--- config.mk ---
export PLATFORM = sky130hd
export DESIGN_NAME = tlb_unit
export DESIGN_NICKNAME = d
export VERILOG_FILES = /design/src/tlb_pkg.sv /design/src/tlb_table_if.sv /design/src/tlb_entry_array.sv /design/src/tlb_lookup.sv /design/src/tlb_unit.sv
export VERILOG_INCLUDE_DIRS = /design/src /design/src/src
export SDC_FILE = /design/constraint.sdc
export NUM_CORES = 2
export LEC_CHECK = 0
export ABC_CLOCK_PERIOD_IN_PS = 6100
export BUFFER_PORTS_ARGS = -buffer_cell sky130_fd_sc_hd__buf_2
export CELL_PAD_IN_SITES_DETAIL_PLACEMENT = 1
export CELL_PAD_IN_SITES_GLOBAL_PLACEMENT = 1
export CORE_MARGIN = 2
export CORE_UTILIZATION = 35
export CTS_CLUSTER_DIAMETER = 100
export CTS_CLUSTER_SIZE = 25
export DETAILED_ROUTE_END_ITERATION = 7
export PLACE_DENSITY = 0.64
export SLEW_MARGIN = 15
export SYNTH_ARGS = -nofsm -noshare
export SYNTH_HDL_FRONTEND = slang
export SYNTH_SLANG_ARGS = --single-unit
--- constraint.sdc ---
create_clock -name clk -period 6.1 [get_ports clk]
set_input_delay 0.305 -clock clk [delete_from_list [all_inputs] [get_ports clk]]
set_output_delay 0.305 -clock clk [all_outputs]
set_load 0.05 [all_outputs]
--- src/tlb_settings.svh ---
`ifndef TLB_SETTINGS_SVH
`define TLB_SETTINGS_SVH

// number of entries, power of two
`define TLB_NUM 16

// log2 of TLB_NUM
`define TLB_IDX_W 4

// page size codes
`define TLB_PS_4K 6'd12
`define TLB_PS_2M 6'd21

`endif

--- src/tlb_pkg.sv ---
`default_nettype none

`include "tlb_settings.svh"

package tlb_pkg;

    // va bits 31 to 13, one pair of pages
    typedef logic [18:0] vppn_t;
    typedef logic [9:0]  asid_t;
    typedef logic [19:0] ppn_t;
    typedef logic [5:0]  ps_t;
    typedef logic [1:0]  plv_t;
    typedef logic [1:0]  mat_t;

    typedef logic [`TLB_IDX_W-1:0] idx_t;

    // invtlb op field
    typedef logic [4:0] invop_t;

    // one bit per entry
    typedef logic [`TLB_NUM-1:0] hitvec_t;

endpackage

`default_nettype wire

--- src/tlb_table_if.sv ---
`timescale 1ns/100ps
`default_nettype none

`include "tlb_settings.svh"

interface tlb_table_if;

    // per-entry flags, packed so they combine bitwise
    tlb_pkg::hitvec_t e;
    tlb_pkg::hitvec_t g;

    tlb_pkg::vppn_t   vppn [`TLB_NUM];
    tlb_pkg::ps_t     ps   [`TLB_NUM];
    tlb_pkg::asid_t   asid [`TLB_NUM];

    // even page
    tlb_pkg::ppn_t    ppn0 [`TLB_NUM];
    tlb_pkg::plv_t    plv0 [`TLB_NUM];
    tlb_pkg::mat_t    mat0 [`TLB_NUM];
    tlb_pkg::hitvec_t d0;
    tlb_pkg::hitvec_t v0;

    // odd page
    tlb_pkg::ppn_t    ppn1 [`TLB_NUM];
    tlb_pkg::plv_t    plv1 [`TLB_NUM];
    tlb_pkg::mat_t    mat1 [`TLB_NUM];
    tlb_pkg::hitvec_t d1;
    tlb_pkg::hitvec_t v1;

    modport store (
        output e, g, vppn, ps, asid,
        output ppn0, plv0, mat0, d0, v0,
        output ppn1, plv1, mat1, d1, v1
    );

    modport search (
        input e, g, vppn, ps, asid,
        input ppn0, plv0, mat0, d0, v0,
        input ppn1, plv1, mat1, d1, v1
    );

endinterface

`default_nettype wire

--- src/tlb_entry_array.sv ---
`timescale 1ns/100ps
`default_nettype none

`include "tlb_settings.svh"

module tlb_entry_array (
    input  wire                     clk,
    input  wire                     arst_n,
    // write port
    input  wire                     we,
    input  wire tlb_pkg::idx_t      w_index,
    input  wire                     w_e,
    input  wire tlb_pkg::ps_t       w_ps,
    input  wire tlb_pkg::vppn_t     w_vppn,
    input  wire tlb_pkg::asid_t     w_asid,
    input  wire                     w_g,
    input  wire tlb_pkg::ppn_t      w_ppn0,
    input  wire tlb_pkg::plv_t      w_plv0,
    input  wire tlb_pkg::mat_t      w_mat0,
    input  wire                     w_d0,
    input  wire                     w_v0,
    input  wire tlb_pkg::ppn_t      w_ppn1,
    input  wire tlb_pkg::plv_t      w_plv1,
    input  wire tlb_pkg::mat_t      w_mat1,
    input  wire                     w_d1,
    input  wire                     w_v1,
    // invalidate, hit vectors come from the s1 lookup
    input  wire                     invtlb_valid,
    input  wire tlb_pkg::invop_t    invtlb_op,
    input  wire tlb_pkg::hitvec_t   va_hit,
    input  wire tlb_pkg::hitvec_t   asid_hit,
    // read port
    input  wire tlb_pkg::idx_t      r_index,
    output logic                    r_e,
    output tlb_pkg::ps_t            r_ps,
    output tlb_pkg::vppn_t          r_vppn,
    output tlb_pkg::asid_t          r_asid,
    output logic                    r_g,
    output tlb_pkg::ppn_t           r_ppn0,
    output tlb_pkg::plv_t           r_plv0,
    output tlb_pkg::mat_t           r_mat0,
    output logic                    r_d0,
    output logic                    r_v0,
    output tlb_pkg::ppn_t           r_ppn1,
    output tlb_pkg::plv_t           r_plv1,
    output tlb_pkg::mat_t           r_mat1,
    output logic                    r_d1,
    output logic                    r_v1,
    tlb_table_if.store              tbl
);

    tlb_pkg::hitvec_t inv_sel;

    // entries named by the invtlb op
    always_comb begin
        case (invtlb_op)
            5'd0, 5'd1: inv_sel = '1;
            5'd2:       inv_sel = tbl.g;
            5'd3:       inv_sel = ~tbl.g;
            5'd4:       inv_sel = ~tbl.g & asid_hit;
            5'd5:       inv_sel = ~tbl.g & asid_hit & va_hit;
            5'd6:       inv_sel = (tbl.g | asid_hit) & va_hit;
            default:    inv_sel = '0;
        endcase
    end

    // write has priority over invalidate on the same entry
    always_ff @(posedge clk or negedge arst_n) begin
        if (!arst_n) begin
            tbl.e <= '0;
        end else begin
            for (int i = 0; i < `TLB_NUM; i++) begin
                if (we && w_index == tlb_pkg::idx_t'(i)) begin
                    tbl.e[i] <= w_e;
                end else if (invtlb_valid && inv_sel[i]) begin
                    tbl.e[i] <= 1'b0;
                end
            end
        end
    end

    always_ff @(posedge clk) begin
        if (we) begin
            tbl.vppn[w_index] <= w_vppn;
            tbl.ps[w_index]   <= w_ps;
            tbl.asid[w_index] <= w_asid;
            tbl.g[w_index]    <= w_g;
            tbl.ppn0[w_index] <= w_ppn0;
            tbl.plv0[w_index] <= w_plv0;
            tbl.mat0[w_index] <= w_mat0;
            tbl.d0[w_index]   <= w_d0;
            tbl.v0[w_index]   <= w_v0;
            tbl.ppn1[w_index] <= w_ppn1;
            tbl.plv1[w_index] <= w_plv1;
            tbl.mat1[w_index] <= w_mat1;
            tbl.d1[w_index]   <= w_d1;
            tbl.v1[w_index]   <= w_v1;
        end
    end

    assign r_e    = tbl.e[r_index];
    assign r_ps   = tbl.ps[r_index];
    assign r_vppn = tbl.vppn[r_index];
    assign r_asid = tbl.asid[r_index];
    assign r_g    = tbl.g[r_index];
    assign r_ppn0 = tbl.ppn0[r_index];
    assign r_plv0 = tbl.plv0[r_index];
    assign r_mat0 = tbl.mat0[r_index];
    assign r_d0   = tbl.d0[r_index];
    assign r_v0   = tbl.v0[r_index];
    assign r_ppn1 = tbl.ppn1[r_index];
    assign r_plv1 = tbl.plv1[r_index];
    assign r_mat1 = tbl.mat1[r_index];
    assign r_d1   = tbl.d1[r_index];
    assign r_v1   = tbl.v1[r_index];

endmodule

`default_nettype wire

--- src/tlb_lookup.sv ---
`timescale 1ns/100ps
`default_nettype none

`include "tlb_settings.svh"

module tlb_lookup (
    input  wire tlb_pkg::vppn_t     vppn,
    input  wire                     va_bit12,
    input  wire tlb_pkg::asid_t     asid,
    tlb_table_if.search             tbl,
    output logic                    found,
    output tlb_pkg::idx_t           index,
    output tlb_pkg::ppn_t           ppn,
    output tlb_pkg::ps_t            ps,
    output tlb_pkg::plv_t           plv,
    output tlb_pkg::mat_t           mat,
    output logic                    d,
    output logic                    v,
    output tlb_pkg::hitvec_t        va_hit,
    output tlb_pkg::hitvec_t        asid_hit
);

    tlb_pkg::hitvec_t hit;
    logic             odd;

    // parallel compare against every entry
    always_comb begin
        for (int i = 0; i < `TLB_NUM; i++) begin
            asid_hit[i] = (tbl.asid[i] == asid);
            if (tbl.ps[i] == `TLB_PS_4K) begin
                va_hit[i] = (tbl.vppn[i] == vppn);
            end else begin
                // 2M page, low vppn bits are offset
                va_hit[i] = (tbl.vppn[i][18:9] == vppn[18:9]);
            end
            hit[i] = tbl.e[i] && va_hit[i] && (tbl.g[i] || asid_hit[i]);
        end
    end

    // lowest hitting entry wins
    always_comb begin
        index = '0;
        for (int i = `TLB_NUM - 1; i >= 0; i--) begin
            if (hit[i]) begin
                index = tlb_pkg::idx_t'(i);
            end
        end
    end

    assign found = |hit;

    // page half select depends on the entry's page size
    assign odd = (tbl.ps[index] == `TLB_PS_2M) ? vppn[8] : va_bit12;

    always_comb begin
        if (!found) begin
            ps  = '0;
            ppn = '0;
            plv = '0;
            mat = '0;
            d   = 1'b0;
            v   = 1'b0;
        end else if (odd) begin
            ps  = tbl.ps[index];
            ppn = tbl.ppn1[index];
            plv = tbl.plv1[index];
            mat = tbl.mat1[index];
            d   = tbl.d1[index];
            v   = tbl.v1[index];
        end else begin
            ps  = tbl.ps[index];
            ppn = tbl.ppn0[index];
            plv = tbl.plv0[index];
            mat = tbl.mat0[index];
            d   = tbl.d0[index];
            v   = tbl.v0[index];
        end
    end

endmodule

`default_nettype wire

--- src/tlb_unit.sv ---
`timescale 1ns/100ps
`default_nettype none

module tlb_unit (
    input  wire                     clk,
    input  wire                     arst_n,
    // search port 0, fetch
    input  wire tlb_pkg::vppn_t     s0_vppn,
    input  wire                     s0_va_bit12,
    input  wire tlb_pkg::asid_t     s0_asid,
    output wire                     s0_found,
    output wire tlb_pkg::idx_t      s0_index,
    output wire tlb_pkg::ppn_t      s0_ppn,
    output wire tlb_pkg::ps_t       s0_ps,
    output wire tlb_pkg::plv_t      s0_plv,
    output wire tlb_pkg::mat_t      s0_mat,
    output wire                     s0_d,
    output wire                     s0_v,
    // search port 1, load/store and invtlb
    input  wire tlb_pkg::vppn_t     s1_vppn,
    input  wire                     s1_va_bit12,
    input  wire tlb_pkg::asid_t     s1_asid,
    output wire                     s1_found,
    output wire tlb_pkg::idx_t      s1_index,
    output wire tlb_pkg::ppn_t      s1_ppn,
    output wire tlb_pkg::ps_t       s1_ps,
    output wire tlb_pkg::plv_t      s1_plv,
    output wire tlb_pkg::mat_t      s1_mat,
    output wire                     s1_d,
    output wire                     s1_v,
    input  wire                     invtlb_valid,
    input  wire tlb_pkg::invop_t    invtlb_op,
    // write port
    input  wire                     we,
    input  wire tlb_pkg::idx_t      w_index,
    input  wire                     w_e,
    input  wire tlb_pkg::ps_t       w_ps,
    input  wire tlb_pkg::vppn_t     w_vppn,
    input  wire tlb_pkg::asid_t     w_asid,
    input  wire                     w_g,
    input  wire tlb_pkg::ppn_t      w_ppn0,
    input  wire tlb_pkg::plv_t      w_plv0,
    input  wire tlb_pkg::mat_t      w_mat0,
    input  wire                     w_d0,
    input  wire                     w_v0,
    input  wire tlb_pkg::ppn_t      w_ppn1,
    input  wire tlb_pkg::plv_t      w_plv1,
    input  wire tlb_pkg::mat_t      w_mat1,
    input  wire                     w_d1,
    input  wire                     w_v1,
    // read port
    input  wire tlb_pkg::idx_t      r_index,
    output wire                     r_e,
    output wire tlb_pkg::ps_t       r_ps,
    output wire tlb_pkg::vppn_t     r_vppn,
    output wire tlb_pkg::asid_t     r_asid,
    output wire                     r_g,
    output wire tlb_pkg::ppn_t      r_ppn0,
    output wire tlb_pkg::plv_t      r_plv0,
    output wire tlb_pkg::mat_t      r_mat0,
    output wire                     r_d0,
    output wire                     r_v0,
    output wire tlb_pkg::ppn_t      r_ppn1,
    output wire tlb_pkg::plv_t      r_plv1,
    output wire tlb_pkg::mat_t      r_mat1,
    output wire                     r_d1,
    output wire                     r_v1
);

    tlb_pkg::hitvec_t s1_va_hit;
    tlb_pkg::hitvec_t s1_asid_hit;

    tlb_table_if u_table ();

    // port names match the top level, except the table and hit vectors
    tlb_entry_array u_array (
        .tbl      (u_table.store),
        .va_hit   (s1_va_hit),
        .asid_hit (s1_asid_hit),
        .*
    );

    tlb_lookup u_lookup_s0 (
        .vppn     (s0_vppn),
        .va_bit12 (s0_va_bit12),
        .asid     (s0_asid),
        .tbl      (u_table.search),
        .found    (s0_found),
        .index    (s0_index),
        .ppn      (s0_ppn),
        .ps       (s0_ps),
        .plv      (s0_plv),
        .mat      (s0_mat),
        .d        (s0_d),
        .v        (s0_v),
        .va_hit   (),
        .asid_hit ()
    );

    tlb_lookup u_lookup_s1 (
        .vppn     (s1_vppn),
        .va_bit12 (s1_va_bit12),
        .asid     (s1_asid),
        .tbl      (u_table.search),
        .found    (s1_found),
        .index    (s1_index),
        .ppn      (s1_ppn),
        .ps       (s1_ps),
        .plv      (s1_plv),
        .mat      (s1_mat),
        .d        (s1_d),
        .v        (s1_v),
        .va_hit   (s1_va_hit),
        .asid_hit (s1_asid_hit)
    );

endmodule

`default_nettype wire

==> results.toml <==
[worst_setup_path]
critPathArrivalTime_ps = 6740
cp-start-kind = "register"
worstSetupPathType = "register to output port"
critPathMaxFanout = 38
end_kind = "output port"
critPathRequiredTime_ps = 5790

[cells_and_area]
post-route-util = 0.4242
nets = 8231
fin_cells = 11340
drive_gt1_frac = 0.2727
area_delta_synth_final_pct = 20.37
nFillCells = 25640

[pwr]
finalPower_mw = 20.99
p_leak_nw = 35.66
p_per_area_nw_per_um2 = 203.1
peakVddDrop_mv = 0.2008

[sta]
clock.fmax_ghz = 0.1419
timing.final.ws_setup_ps = -947.7
rsz0062_at_grt = "yes"
slew_headroom = 0.1161
clock_skew_ps = 40.26
fin_crit_sh = 1.155
period_needed_ps = 7048
finalSetupViolCount = 52
worst_hold_slack_ps = 88.84
hold_viol_final = 0
drv_slew = 0
worst_slew_pin_slew_ps = 1317

[synth]
yosys_most_used_dff = "edfxtp_1"
yosysMostFrequentCell = "edfxtp_1"
synth.distinct_cells = 84
avgSynthCellArea_um2 = 11.83
netlist_top_cells_count = "edfxtp_1 (1408), nand2_1 (1145), xor2_1 (682), mux4_2 (445), nand3_1 (412)"
yosys.area.top_type_share = 0.4924
synth_area_um2 = 85870
ys_top_cells_by_area = "edfxtp_1 (49%), mux4_2 (12%), xor2_1 (7.0%)"
yosysWarnings = 0
synth.net_count = 7422
ys_seq_area_frac = 0.4970
syn-instance-count = 7256
yosysTopAreaCell = "edfxtp_1"
async_flop_share = 0.01124
ys_ff_latch = 1424
synth_edf_count = 1408

[die]
die-area_um2 = 249300
num_rows = 181
die_y_um = 499.3
coreArea_um2 = 243700
die_x_um = 499.3
ioPinCount = 329
start_util = 0.3524

[grt]
grt_start_max_net_pins = 121
grt_pass1_vias = 71660
grt_pass1_wl_mm = 553.4
track_usage = 0.3085
grt.overflow.total = 0
grt_antenna_before_repair = 39

[placement]
dp_hpwl_mm = 257.5
io_buffers = 328
finalWeightedCongestion = 1.025
placed_cells = 11000

[cts]
path_clk_slew_ps = 100
cts_sinks = 1424
cts_buffer_depth = 3
htreeDepth = 3
cts_buffers = 85
cts_root_buf = "clkbuf_16"
cts_tree = "built"
clkLatencyLatePin_ps = 810

[hold_path]
hold_path.class = "input port to asynchronous set/reset pin"

[job]
max_cap_viol_count = 0

[drt]
route.vias.total = 71030
drt_wl_total_mm = 398.5
drtIter0Drc = 9120
avgRoutedWirePerCell_um = 35.14
ant_nets = 0
viasPerCell = 6.262
drc = 0
first_pass_iters = 5

[status]
violations = "setup timing"
outcome = "finished, violations left"
==> routing by layer <==
layer | track usage | part of all wire | vias to the layer above
met5 | 0 | 0.00026 | -
met4 | 0.1418 | 0.051 | 16
met3 | 0.06479 | 0.097 | 796
met2 | 0.4733 | 0.45 | 4004
met1 | 0.4183 | 0.41 | 37200
li1 | - | - | 29020
==> report_power, final <==
part	internal, mW	switching, mW	total, mW
registers	11.0	0.258	11.2
clock network	2.97	3.95	6.92
logic	1.05	1.79	2.84
total	15.0	6.00	21.0
==> logic make-up after synthesis <==
family,count (synthesis),share of synthesized area
multiplexers,920,0.1748
XOR/XNOR,929,0.09475
AND/OR/NAND/NOR,2470,0.1330
flip-flops,1424,0.4970
buffers and inverters,628,0.03267
AO/OA/AOI/OAI,885,0.06778
==> sequential cells by signal, indices dropped and copies added, names as in the netlist <==
signal and count:
u_array.tbl.ppn0 320, u_array.tbl.d0 16, u_array.tbl.ppn1 320, u_array.tbl.plv0 32, u_array.tbl.v1 16, u_array.tbl.mat1 32
u_array.tbl.plv1 32, u_array.tbl.e 16, u_array.tbl.vppn 304, u_array.tbl.g 16, u_array.tbl.ps 96, u_array.tbl.mat0 32
u_array.tbl.v0 16, u_array.tbl.asid 160, u_array.tbl.d1 16
==> what timing repair did <==
item,in CTS,in global routing
gates cloned,8,9
endpoints found under the hold margin,1439,0
hold buffers,90,0
buffers inserted,40,47
endpoints found under the setup margin,59,57
resized for setup,262,108
pin swaps,56,57
==> final timing paths <==
kind / end / slack [ps] / start / cells past startpoint
worst min register to register: u_array.tbl.e[11]$_DFFE_PN0P_ / 740 / u_array.tbl.e[11]$_DFFE_PN0P_ / 3
max in group asynchronous: u_array.tbl.e[14]$_DFFE_PN0P_ / 5650 / arst_n / 2
min in group clk: u_array.tbl.asid[31]$_DFFE_PP_ / 90 / w_index[1] / 2
worst max register to register: u_array.tbl.e[6]$_DFFE_PN0P_ / 3340 / u_array.tbl.vppn[185]$_DFFE_PP_ / 10
worst min-delay path: u_array.tbl.e[9]$_DFFE_PN0P_ / 90 / arst_n / 2
worst max-delay path: s1_ppn[6] / -950 / u_array.tbl.vppn[185]$_DFFE_PP_ / 19
==> through the flow <==
stage / worst slack, ps / cell area [µm²] / setup TNS [ps]
final: -947.7 / 103400 / -31860
after CTS: -864.7 / 102300 / -31530
after global routing: -995.9 / 103300 / -37610
after global placement: -774.6 / 96760 / -23690
after floorplan: 562.6 / 85890 / 0
after detailed placement: -853.3 / 96760 / -28320
==> area by class of cell <==
cell class              count  area, µm²  share of cell area
inverters                  50      190.2            0.001840
repair buffers           1299      11580              0.1120
diodes                     18      45.04           0.0004358
clock inverters            57      828.3            0.008013
well taps                3202       4006             0.03876
multi-input cells        5205      41900              0.4053
clock buffers              88       2138             0.02069
flip-flops and latches   1424      42680              0.4129
==> critical path, cell delays in order, from the launching register on <==
cell	delay, ps
edfxtp_1	430
xor2_1	170
nor4_2	370
buf_4	170
nand4_1	360
buf_4	300
buf_4	140
nor4_4	300
nor2_1	150
a221oi_4	360
buf_12	160
o21ba_4	350
buf_4	210
buf_4	510
a311oi_1	190
a311oi_1	1080
or3_4	280
a21oi_1	60
buf_4	150
buf_12	140
==> cell usage in the layout (no fill, tap or decap), types with 111 or more instances in the layout <==
cell | netlist | layout
edfxtp_1 | 1408 | 1408
mux2_2 | 170 | 168
nand4_1 | 111 | 111
nand3_1 | 412 | 411
xnor2_1 | 247 | 246
mux2i_1 | 303 | 301
buf_12 | 0 | 123
buf_2 | 118 | 268
nand2_1 | 1145 | 1143
buf_4 | 21 | 728
o21ai_0 | 284 | 254
xor2_1 | 682 | 678
nor4_1 | 183 | 138
a21oi_1 | 193 | 161
nor2_1 | 272 | 250
mux4_2 | 445 | 445
(Power assumes the default switching activity.)
